===== config.mk =====
export PLATFORM = sky130hd
export DESIGN_NAME = apb_gpio
export DESIGN_NICKNAME = d
export VERILOG_FILES = /design/src/hdl/gpio_pkg.sv /design/src/hdl/apb_gpio.sv /design/src/hdl/gpio_apb_regs.sv /design/src/hdl/gpio_in_sampler.sv /design/src/hdl/gpio_irq_ctrl.sv
export VERILOG_INCLUDE_DIRS = /design/src /design/src/include
export SDC_FILE = /design/constraint.sdc
export NUM_CORES = 1
export LEC_CHECK = 0
export BUFFER_PORTS_ARGS = -buffer_cell sky130_fd_sc_hd__clkbuf_2
export CORE_MARGIN = 10
export CORE_UTILIZATION = 25
export CTS_CLUSTER_SIZE = 16
export DETAILED_ROUTE_END_ITERATION = 12
export GPL_TIMING_DRIVEN = 0
export SLEW_MARGIN = 40
export SYNTH_ARGS = -nofsm -noshare
export SYNTH_HDL_FRONTEND = slang
export SYNTH_SLANG_ARGS = --single-unit

===== constraint.sdc =====
create_clock -name HCLK -period 5.9 [get_ports HCLK]
set_input_delay 1.18 -clock HCLK [delete_from_list [all_inputs] [get_ports HCLK]]
set_output_delay 1.18 -clock HCLK [all_outputs]
set_load 0.1 [all_outputs]

===== src/include/gpio_cfg.svh =====
`ifndef GPIO_CFG_SVH
`define GPIO_CFG_SVH

// Bus and pad dimensions
`define GPIO_PAD_NUM   32
`define GPIO_APB_AW    12
`define GPIO_DATA_W    32

// Word index taken from PADDR[6:2]
`define GPIO_REG_IDX_W 5

// Register map as word indices
`define GPIO_REG_PADDIR      5'd0
`define GPIO_REG_GPIOEN      5'd1
`define GPIO_REG_PADIN       5'd2
`define GPIO_REG_PADOUT      5'd3
`define GPIO_REG_PADOUTSET   5'd4
`define GPIO_REG_PADOUTCLR   5'd5
`define GPIO_REG_INTEN       5'd6
`define GPIO_REG_INTTYPE_LO  5'd7
`define GPIO_REG_INTTYPE_HI  5'd8
`define GPIO_REG_INTSTATUS   5'd9

// Pads 0 to 9 come out of reset as outputs
`define GPIO_DIR_RESET 32'h0000_03FF

`endif

===== src/hdl/gpio_pkg.sv =====
`include "gpio_cfg.svh"

package gpio_pkg;

    typedef logic [`GPIO_PAD_NUM-1:0] pad_vec_t;

    // Edge kind per pad, code 3 never fires
    typedef enum logic [1:0]
    {
        INT_FALL = 2'd0,
        INT_RISE = 2'd1,
        INT_BOTH = 2'd2
    } int_type_e;

    // APB pins as seen by the register block
    typedef struct packed
    {
        logic                       sel;
        logic                       enable;
        logic                       write;
        logic [`GPIO_REG_IDX_W-1:0] idx;
        logic [`GPIO_DATA_W-1:0]    wdata;
    } apb_req_t;

    typedef struct packed
    {
        pad_vec_t                        dir;
        pad_vec_t                        out;
        pad_vec_t                        en;
        pad_vec_t                        inten;
        int_type_e [`GPIO_PAD_NUM-1:0]   inttype;
    } gpio_ctrl_t;

endpackage


===== src/hdl/apb_gpio.sv =====
`timescale 1ns/1ns
`include "gpio_cfg.svh"

module apb_gpio
    import gpio_pkg::*;
(
    input  logic                    HCLK,
    input  logic                    HRESETn,
    input  logic                    PSEL,
    input  logic                    PENABLE,
    input  logic                    PWRITE,
    input  logic [`GPIO_APB_AW-1:0] PADDR,
    input  logic [`GPIO_DATA_W-1:0] PWDATA,
    output logic [`GPIO_DATA_W-1:0] PRDATA,
    output logic                    PREADY,
    output logic                    PSLVERR,
    input  pad_vec_t                gpio_in,
    output pad_vec_t                gpio_out,
    output pad_vec_t                gpio_dir,
    output logic                    interrupt
);

    apb_req_t   apb_req;
    gpio_ctrl_t ctrl;
    pad_vec_t   pad_in;
    pad_vec_t   rise;
    pad_vec_t   fall;
    pad_vec_t   status;
    logic       status_rd;

    assign apb_req.sel    = PSEL;
    assign apb_req.enable = PENABLE;
    assign apb_req.write  = PWRITE;
    assign apb_req.idx    = PADDR[6:2];   // Word aligned register index
    assign apb_req.wdata  = PWDATA;

    // Zero wait states, never an error
    assign PREADY  = 1'b1;
    assign PSLVERR = 1'b0;

    assign gpio_out = ctrl.out;
    assign gpio_dir = ctrl.dir;

    gpio_apb_regs u_regs (
        .HCLK      (HCLK),
        .HRESETn   (HRESETn),
        .apb       (apb_req),
        .pad_in    (pad_in),
        .status    (status),
        .ctrl      (ctrl),
        .prdata    (PRDATA),
        .status_rd (status_rd)
    );

    gpio_in_sampler u_sampler (
        .HCLK    (HCLK),
        .HRESETn (HRESETn),
        .gpio_in (gpio_in),
        .ctrl    (ctrl),
        .pad_in  (pad_in),
        .rise    (rise),
        .fall    (fall)
    );

    gpio_irq_ctrl u_irq (
        .HCLK      (HCLK),
        .HRESETn   (HRESETn),
        .ctrl      (ctrl),
        .rise      (rise),
        .fall      (fall),
        .status_rd (status_rd),
        .status    (status),
        .interrupt (interrupt)
    );

endmodule


===== src/hdl/gpio_apb_regs.sv =====
`timescale 1ns/1ns
`include "gpio_cfg.svh"

module gpio_apb_regs
    import gpio_pkg::*;
(
    input  logic                    HCLK,
    input  logic                    HRESETn,
    input  apb_req_t                apb,
    input  pad_vec_t                pad_in,
    input  pad_vec_t                status,
    output gpio_ctrl_t              ctrl,
    output logic [`GPIO_DATA_W-1:0] prdata,
    output logic                    status_rd
);

    localparam int HALF = `GPIO_PAD_NUM / 2;   // Pads per INTTYPE word

    logic access;
    logic wr;
    logic rd;

    assign access = apb.sel & apb.enable;    // APB access phase
    assign wr     = access &  apb.write;
    assign rd     = access & ~apb.write;

    assign status_rd = rd && (apb.idx == `GPIO_REG_INTSTATUS);

    always_ff @(posedge HCLK or negedge HRESETn)
    begin
        if (!HRESETn)
        begin
            ctrl.dir   <= `GPIO_DIR_RESET;
            ctrl.out   <= '0;
            ctrl.en    <= '0;
            ctrl.inten <= '0;
            for (int i = 0; i < `GPIO_PAD_NUM; i++)
            begin
                ctrl.inttype[i] <= INT_FALL;
            end
        end
        else if (wr)
        begin
            case (apb.idx)
                `GPIO_REG_PADDIR:    ctrl.dir   <= apb.wdata;
                `GPIO_REG_GPIOEN:    ctrl.en    <= apb.wdata;
                `GPIO_REG_PADOUT:    ctrl.out   <= apb.wdata;
                `GPIO_REG_PADOUTSET: ctrl.out   <= ctrl.out | apb.wdata;
                `GPIO_REG_PADOUTCLR: ctrl.out   <= ctrl.out & ~apb.wdata;
                `GPIO_REG_INTEN:     ctrl.inten <= apb.wdata;
                `GPIO_REG_INTTYPE_LO:
                begin
                    for (int i = 0; i < HALF; i++)
                    begin
                        ctrl.inttype[i] <= int_type_e'(apb.wdata[2*i +: 2]);
                    end
                end
                `GPIO_REG_INTTYPE_HI:
                begin
                    for (int i = 0; i < HALF; i++)
                    begin
                        ctrl.inttype[i+HALF] <= int_type_e'(apb.wdata[2*i +: 2]);
                    end
                end
                default:
                begin
                    // PADIN, INTSTATUS and unmapped words are read only
                end
            endcase
        end
    end

    // Read mux, zero outside the access phase
    always_comb
    begin
        prdata = '0;
        if (rd)
        begin
            case (apb.idx)
                `GPIO_REG_PADDIR:    prdata = ctrl.dir;
                `GPIO_REG_GPIOEN:    prdata = ctrl.en;
                `GPIO_REG_PADIN:     prdata = pad_in;
                `GPIO_REG_PADOUT:    prdata = ctrl.out;
                `GPIO_REG_PADOUTSET: prdata = ctrl.out;
                `GPIO_REG_PADOUTCLR: prdata = ctrl.out;
                `GPIO_REG_INTEN:     prdata = ctrl.inten;
                `GPIO_REG_INTTYPE_LO:
                begin
                    for (int i = 0; i < HALF; i++)
                    begin
                        prdata[2*i +: 2] = ctrl.inttype[i];
                    end
                end
                `GPIO_REG_INTTYPE_HI:
                begin
                    for (int i = 0; i < HALF; i++)
                    begin
                        prdata[2*i +: 2] = ctrl.inttype[i+HALF];
                    end
                end
                `GPIO_REG_INTSTATUS: prdata = status;
                default:             prdata = '0;
            endcase
        end
    end

    // Bus master must present clean data on a write
    a_wdata_known: assert property (
        @(posedge HCLK) disable iff (!HRESETn)
        wr |-> !$isunknown(apb.wdata)
    );

endmodule


===== src/hdl/gpio_in_sampler.sv =====
`timescale 1ns/1ns
`include "gpio_cfg.svh"

module gpio_in_sampler
    import gpio_pkg::*;
(
    input  logic       HCLK,
    input  logic       HRESETn,
    input  pad_vec_t   gpio_in,
    input  gpio_ctrl_t ctrl,
    output pad_vec_t   pad_in,
    output pad_vec_t   rise,
    output pad_vec_t   fall
);

    pad_vec_t sync0;
    pad_vec_t sync1;
    pad_vec_t hist;     // Last sampled value read back at PADIN

    always_ff @(posedge HCLK or negedge HRESETn)
    begin
        if (!HRESETn)
        begin
            sync0 <= '0;
            sync1 <= '0;
            hist  <= '0;
        end
        else
        begin
            for (int i = 0; i < `GPIO_PAD_NUM; i++)
            begin
                // Disabled pad keeps all three stages frozen
                if (ctrl.en[i])
                begin
                    sync0[i] <= gpio_in[i];
                    sync1[i] <= sync0[i];
                    hist[i]  <= sync1[i];
                end
            end
        end
    end

    assign pad_in = hist;
    assign rise   =  sync1 & ~hist;
    assign fall   = ~sync1 &  hist;

    // Enabled pads must carry clean levels
    a_in_known: assert property (
        @(posedge HCLK) disable iff (!HRESETn)
        !$isunknown(gpio_in & ctrl.en)
    );

endmodule


===== src/hdl/gpio_irq_ctrl.sv =====
`timescale 1ns/1ns
`include "gpio_cfg.svh"

module gpio_irq_ctrl
    import gpio_pkg::*;
(
    input  logic       HCLK,
    input  logic       HRESETn,
    input  gpio_ctrl_t ctrl,
    input  pad_vec_t   rise,
    input  pad_vec_t   fall,
    input  logic       status_rd,
    output pad_vec_t   status,
    output logic       interrupt
);

    pad_vec_t match;
    logic     any_match;

    // Edge kind selected per pad
    always_comb
    begin
        for (int i = 0; i < `GPIO_PAD_NUM; i++)
        begin
            case (ctrl.inttype[i])
                INT_FALL: match[i] = fall[i];
                INT_RISE: match[i] = rise[i];
                INT_BOTH: match[i] = rise[i] | fall[i];
                default:  match[i] = 1'b0;
            endcase
            match[i] = match[i] & ctrl.inten[i];
        end
    end

    assign any_match = |match;
    assign interrupt = any_match;

    // Sticky status, a new event wins over the read clear
    always_ff @(posedge HCLK or negedge HRESETn)
    begin
        if (!HRESETn)
        begin
            status <= '0;
        end
        else if (any_match)
        begin
            status <= status | match;
        end
        else if (status_rd)
        begin
            status <= '0;
        end
    end

    // Bits only drop after an INTSTATUS read
    a_status_sticky: assert property (
        @(posedge HCLK) disable iff (!HRESETn)
        !status_rd |=> ((status & $past(status)) == $past(status))
    );

endmodule


==> results of run 1 <==
==> cell families after synthesis <==
logic type / Yosys count / synth area share
buf+inv: 225 / 0.0728
compound gates: 355 / 0.149
mux: 176 / 0.123
fa+ha+maj: 64 / 0.0495
simple gates: 369 / 0.109
other cells: 2 / 0.000465
flops: 320 / 0.496
==> through the flow <==
stage / setup TNS [ns] / util / total power (W) / setup WS (ns) / instances
4_1_cts: 0 / 0.302 / 0.00726 / 0.808 / 2602
3_3_place_gp: -1049.35 / 0.282 / 0.00493 / -3.38 / 2536
3_5_place_dp: 0 / 0.284 / 0.00502 / 0.823 / 2541
2_1_floorplan: 0 / - / 0.00438 / 0.806 / 1511
5_1_grt: 0 / 0.302 / 0.00760 / 0.668 / 2603
6_report: 0 / 0.302 / 0.00722 / 0.746 / 2604
==> worst reg2reg max path, cell delays in order (launching register included) <==
cell	delay (ns)
dfrtp_1	0.38
inv_1	0.08
ha_1	0.29
nor2b_1	0.04
nor3_1	0.49
o22ai_1	0.18
nor4_1	0.51
and4_1	0.26
buf_2	0.20
buf_4	0.27
a21oi_1	0.11
==> layer usage <==
layer  wire length (um)  part of all wire  vias up  GRT usage
met2              28000              0.46      578      0.255
met1              24900              0.41     6444      0.197
met4               2770             0.046       20     0.0694
met3               5030             0.083      156     0.0402
li1                   -                 -     5720          -
met5                127            0.0021        -          0
==> flip-flops by register name (all words and copies together) (netlist names) <==
| register | flops |
|---|---|
| u_sampler.pad_in | 32 |
| u_regs.ctrl | 192 |
| u_sampler.sync1 | 32 |
| u_irq.status | 32 |
| u_sampler.sync0 | 32 |
==> power by group through the flow <==
| stage | logic [W] | clock network, W | registers [W] |
|---|---|---|---|
| 6_report | 0.00192 | 0.00221 | 0.00309 |
| 3_5_place_dp | 0.00190 | 0 | 0.00311 |
| 3_3_place_gp | 0.00184 | 0 | 0.00309 |
| 2_1_floorplan | 0.00140 | 0 | 0.00298 |
| 5_1_grt | 0.00211 | 0.00233 | 0.00316 |
| 4_1_cts | 0.00192 | 0.00225 | 0.00308 |
==> worst paths after layout <==
kind                                 endpoint                 start  slack (ns)
setup / recovery                   PRDATA[30]              PADDR[4]        0.75
hold / removal             u_sampler.sync1[1]    u_sampler.sync0[1]        0.48
setup reg to reg             u_irq.status[30]  u_sampler.pad_in[27]        2.97
hold reg to reg            u_sampler.sync1[1]    u_sampler.sync0[1]        0.48
max in group asynchronous    u_regs.ctrl[167]               HRESETn        4.40
min in group asynchronous    u_regs.ctrl[186]               HRESETn        0.55
==> placed cells by master (no fill, tap or decap), types with 10 or more instances in the layout <==
master     netlist  final
buf_2           31     31
o21ai_0        124    124
o22ai_1         16     16
mux2_2          36     36
ha_1            64     64
clkbuf_1        17     23
dfrtp_1        310    310
a21oi_1         32     32
nand2_1        118    118
a222oi_1        32     32
a22o_1          64     64
nor3_1          32     32
a31oi_1         32     32
dfstp_2         10     10
o21ai_1         21     21
mux2_1         140    140
buf_4           76     76
inv_1           96     96
clkbuf_2         0    172
a221oi_1        25     25
nor2_1         101    101
nor2b_1         98     98
clkbuf_16        0     37
==> Yosys cell counts, types with 2 or more instances <==
library cell  count
a21oi_1          32
a221oi_1         25
a221oi_2          7
a222oi_1         32
a22o_1           64
a31oi_1          32
and2_1            2
buf_1             3
buf_2            31
buf_4            76
clkbuf_1         17
conb_1            2
dfrtp_1         310
dfstp_2          10
ha_1             64
inv_1            96
mux2_1          140
mux2_2           36
nand2_1         118
nand2_2           3
nor2_1          101
nor2b_1          98
nor3_1           32
nor3_4            2
nor4_1            4
o21ai_0         124
o21ai_1          21
o22ai_1          16
==> layout make-up <==
type                            instances  share of cell area
Timing Repair Buffer                  175              0.0515
Antenna cell                            2            0.000258
Tap cell                              855              0.0552
Clock buffer                           52              0.0538
Inverter                               97              0.0188
Sequential cell                       320               0.414
Buffer                                128              0.0421
Clock inverter                          9             0.00484
Multi-Input combinational cell        966               0.360
==> results.tsv, run 1 <==
metric	value	unit
p_int	0.00463	W
crit_path_max_fanout	10	
synth.avg_cell_area	10.7	um^2
cp_data_required_time	4.72	ns
worst_path_cell_with_the_longest_stage_delay	clkbuf_1	
synth_area_leaders	dfrtp_1, mux2_1, ha_1, o21ai_0, nor2b_1	
tightest_slew_margin_relative_to_the_limit	0.398	
final_layout_size_suffix_gt1_frac	0.230	
clkLatencyLatePin	0.55	ns
tritoncts.num_buffers	36	
fillers	6682	
timing.critical_path.depth	7	
synth-warning-count	0	
postLayoutCellArea	0.0194	mm^2
cts.repair.resized	0	
io-pin-count	180	
yosysTopAreaCell	dfrtp_1	
setup.worst_path.class	input port to output port	
synthArstFlopShare	1.00	
detailedRoute.firstPassIterationCount	8	
port-buffer-count	170	
number_of_synthesized_flops_with_an_enable_pin	0	
cts_tree	built	
regArea	0.00802	mm^2
design.final.nets	1869	
initialDrtViolationCount	1495	
instance_area_after_placement	0.0182	mm^2
syn_to_final_growth	19.9	%
syn-num-nets	1656	
core_region_area	0.0642	mm^2
dr_total_vias	12900	
timing.clock.skew	0.0193	ns
crit_family	buffers and inverters	
synth_flop_cell	dfrtp_1	
initial_util	0.252	
avgRoutedWirePerCell	23.3	um
cpPeakStageDelay	0.67	ns
htreeDepth	2	
synth-seq-area-share	0.496	
viasPerCell	4.96	
multi_input_comb_area	0.00697	mm^2
timing.reg2reg.worst_path_depth	10	
timing.final.hold_violations	0	
width_of_the_chip	274	um
finalMaxSlewViolations	0	
grt_use_total	0.158	
vdd_drop_max	203	uV
least_margin_pin_slew	0.903	ns
fmaxAchievable	194	MHz
combPwrFrac	0.265	
fin_crit_sh	0.874	
die_height	274	um
crit_end_category	output port	
clock_power_share	0.307	
switching_pwr	0.00260	W
holdWs	0.477	ns
share_of_total_power_in_sequential_cells	0.428	
cts-hold-fix-buffers	0	
post-route-min-period	5.15	ns
cts_num_sinks	320	
yosysTopAreaCellShare	0.480	
core.rowCount	93	
leak_pwr	9.05	nW
grt_start_max_net_pins	70	
worst_hold_path.num_cells	2	
pwr_density_cell	373	mW/mm^2
cts_max_path_buffers	3	
p_sw_frac	0.359	
status	finished clean	
clockRootBuffer	clkbuf_16	
design.die.area	0.0752	mm^2
netlist_instances	1511	
place_congestion	0.915	
grt_antenna_before_repair	11	
post_detailed_route_count_of_antenna_violating_nets	0	
detail_route.drc_violations	0	
postCtsSetupRepairBufs	0	
setup_viol	0	
synthesis.area	0.0162	mm^2
finalWirelength	60800	um
path_cells	clkbuf_2 -> or3_4 -> nor3_4 -> clkbuf_1 -> a222oi_1 -> a31oi_1 -> clkbuf_2	
start_kind	input port	
cap_violations	0	
clk_pin_slew	0.06	ns
min-delay-path-class	flip-flop to flip-flop	
grt_pass1_vias	13200	
hpwl	45000	um
post_synth_num_cell_types	41	
grt_setup_unrepaired	false	
arrival	3.97	ns
timing.critical_path.mode_cell	clkbuf_2	
grt_first_pass_wirelength	87900	um
globalRouteOverflowTotal	0	
worst-path-buf-inv	3	
ys_seq_elements	320	
No activity file was read; power rests on OpenSTA's default activity.
==> run 2: changes to the inputs <==
--- a/config.mk
+++ b/config.mk
@@ -11,7 +11,6 @@
 export CORE_UTILIZATION = 25
 export CTS_CLUSTER_SIZE = 16
 export DETAILED_ROUTE_END_ITERATION = 12
-export GPL_TIMING_DRIVEN = 0
 export SLEW_MARGIN = 40
 export SYNTH_ARGS = -nofsm -noshare
 export SYNTH_HDL_FRONTEND = slang
==> run 2 against run 1 <==
Compared with the run above: non-clock buffer count fell by 104; cell area fell by 3.1%; combinational power fell by 8%; power fell by 1.5%; utilization fell by 0.94 points.
==> results.tsv, run 2 (synthesized netlist as in run 1, its figures left out) <==
metric	value	unit	change
status	finished clean		
grt_first_pass_wirelength	81400	um	-7.4%
initial_util	0.252		unchanged
combPwrFrac	0.249		-0.016
cts-hold-fix-buffers	0		unchanged
finalMaxSlewViolations	0		unchanged
htreeDepth	2		unchanged
grt_setup_unrepaired	false		
regArea	0.00802	mm^2	unchanged
fin_crit_sh	0.830		-0.0431
crit_path_max_fanout	11		+1
viasPerCell	4.86		-2.0%
p_sw_frac	0.355		-0.00475
syn_to_final_growth	16.2	%	
clk_pin_slew	0.06	ns	about the same
largest-register	u_regs.ctrl		
leak_pwr	8.67	nW	-4.2%
min-delay-path-class	flip-flop to flip-flop		
share_of_total_power_in_sequential_cells	0.434		+0.006
timing.clock.skew	0.0223	ns	+0.00302 ns
setup.worst_path.class	input port to output port		
hpwl	39000	um	-13%
post-route-min-period	4.90	ns	-0.254 ns
r2r_end	u_irq.status[7]		
setup_total_negative_slack	0	ns	unchanged
cpPeakStageDelay	0.76	ns	+0.09 ns
setup.reg_to_reg.worst_slack	2.83	ns	-0.14 ns
vdd_drop_max	190	uV	-6.2%
arrival	3.72	ns	-0.25 ns
design.die.area	0.0752	mm^2	unchanged
avgRoutedWirePerCell	22.0	um	-5.8%
die_height	274	um	unchanged
detail_route.drc_violations	0		unchanged
start_kind	input port		
cts_num_sinks	320		unchanged
tritoncts.num_buffers	37		+2.8%
grt_start_max_net_pins	110		+57%
port-buffer-count	170		unchanged
cp_data_required_time	4.72	ns	about the same
post_detailed_route_count_of_antenna_violating_nets	0		unchanged
setup_viol	0		unchanged
grt_use_total	0.145		-0.0132
io-pin-count	180		unchanged
cts_max_path_buffers	3		unchanged
least_margin_pin_slew	0.753	ns	-0.150 ns
layout.cells.most_common_list	dfrtp_1, clkbuf_2, mux2_1		
grt_pass1_vias	12400		-5.9%
tightest_slew_margin_relative_to_the_limit	0.498		+0.0993
fillers	6629		-0.79%
postLayoutCellArea	0.0188	mm^2	-3.1%
final_layout_size_suffix_gt1_frac	0.199		-0.0307
design.final.nets	1766		-5.5%
finalWirelength	55000	um	-9.6%
hold_path.startpoint	u_sampler.sync0[27]		
postCtsSetupRepairBufs	0		unchanged
crit_family	simple AND/OR/NAND/NOR gates		
timing.final.hold_violations	0		unchanged
setup_slack	1.00	ns	+0.254 ns
clock_power_share	0.317		+0.010
power	0.00712	W	-1.5%
cts_tree	built		
largest_reg_flops	192		unchanged
timing.critical_path.mode_cell	clkbuf_2		
globalRouteOverflowTotal	0		unchanged
multi_input_comb_area	0.00701	mm^2	+0.63%
place_congestion	0.830		-9.3%
layout_commonest_cell	dfrtp_1		
cap_violations	0		unchanged
cts.repair.resized	0		unchanged
fmaxAchievable	204	MHz	+5.2%
instance_area_after_placement	0.0176	mm^2	-3.5%
detailedRoute.firstPassIterationCount	8		unchanged
switching_pwr	0.00252	W	-2.8%
whs_endpoint	u_sampler.sync1[27]		
antennaDiodeCount	0		-2
pwr_density_cell	379	mW/mm^2	+1.6%
worst_hold_path.num_cells	2		unchanged
width_of_the_chip	274	um	unchanged
dr_total_vias	12200		-5.9%
timing.reg2reg.worst_path_depth	9		-1
clkLatencyLatePin	0.56	ns	about the same
worst-path-buf-inv	2		-1
worst_path_cell_with_the_longest_stage_delay	and4b_1		
grt_antenna_before_repair	3		-8
crit_end_category	output port		
path_cells	clkbuf_2 -> nor2_1 -> and4b_1 -> a22o_1 -> a221oi_1 -> a31oi_1 -> clkbuf_2		
initialDrtViolationCount	1144		-23%
core_region_area	0.0642	mm^2	unchanged
r2r_start	u_sampler.pad_in[27]		
clockRootBuffer	clkbuf_16		
finish.utilization	0.292		-0.00935
core.rowCount	93		unchanged
p_int	0.00459	W	-0.77%
place_worst_setup_slack	1.01	ns	+0.183 ns
==> run 2: per-layer routing <==
layer,vias up,global-route usage,wire length (um)
met5,-,0,47
met4,6,0.0518,1750
met3,85,0.0403,4340
met2,424,0.235,25900
met1,6141,0.181,22900
li1,5495,-,-
==> run 2: worst register-to-register path, stage by stage (launching register included) <==
cell and delay [ns]:
dfrtp_1 0.38, inv_1 0.07, ha_1 0.27, nor2b_1 0.04, nor3_1 0.39, o22ai_1 0.15, nor4_1 0.53, and4_1 0.45
buf_4 0.48, a21oi_1 0.16
==> run 2: area by class of cell <==
cell class	count	area share
Timing Repair Buffer	199	0.0600
Sequential cell	320	0.427
Inverter	97	0.0194
Clock inverter	7	0.00240
Clock buffer	56	0.0606
Multi-Input combinational cell	966	0.373
Tap cell	855	0.0570
==> run 2: per-stage QoR <==
| stage | hold WS, ns | cells |
|---|---|---|
| floorplan | 0.449 | 1511 |
| global placement | 0.464 | 2436 |
| detailed placement | 0.469 | 2437 |
| CTS | 0.475 | 2500 |
| global route | 0.503 | 2500 |
| finish | 0.483 | 2500 |
==> run 2: worst max path at each step <==
stage / slack, ns / end / cells after the start / startpoint
finish: 1.00 / PRDATA[7] / 7 / PADDR[5]
global placement: 1.10 / PRDATA[15] / 9 / PADDR[4]
CTS: 1.01 / PRDATA[7] / 7 / PADDR[5]
global route: 0.91 / PRDATA[25] / 8 / PADDR[5]
detailed placement: 1.01 / PRDATA[7] / 7 / PADDR[5]
floorplan: 0.81 / PRDATA[2] / 6 / PADDR[4]
==> run 2: power groups by stage <==
| stage | sequential, W | clock (W) | combinational (W) |
|---|---|---|---|
| detailed placement | 0.00311 | 0 | 0.00179 |
| floorplan | 0.00298 | 0 | 0.00140 |
| finish | 0.00309 | 0.00226 | 0.00177 |
| CTS | 0.00308 | 0.00231 | 0.00180 |
| global route | 0.00315 | 0.00240 | 0.00199 |
| global placement | 0.00309 | 0 | 0.00173 |
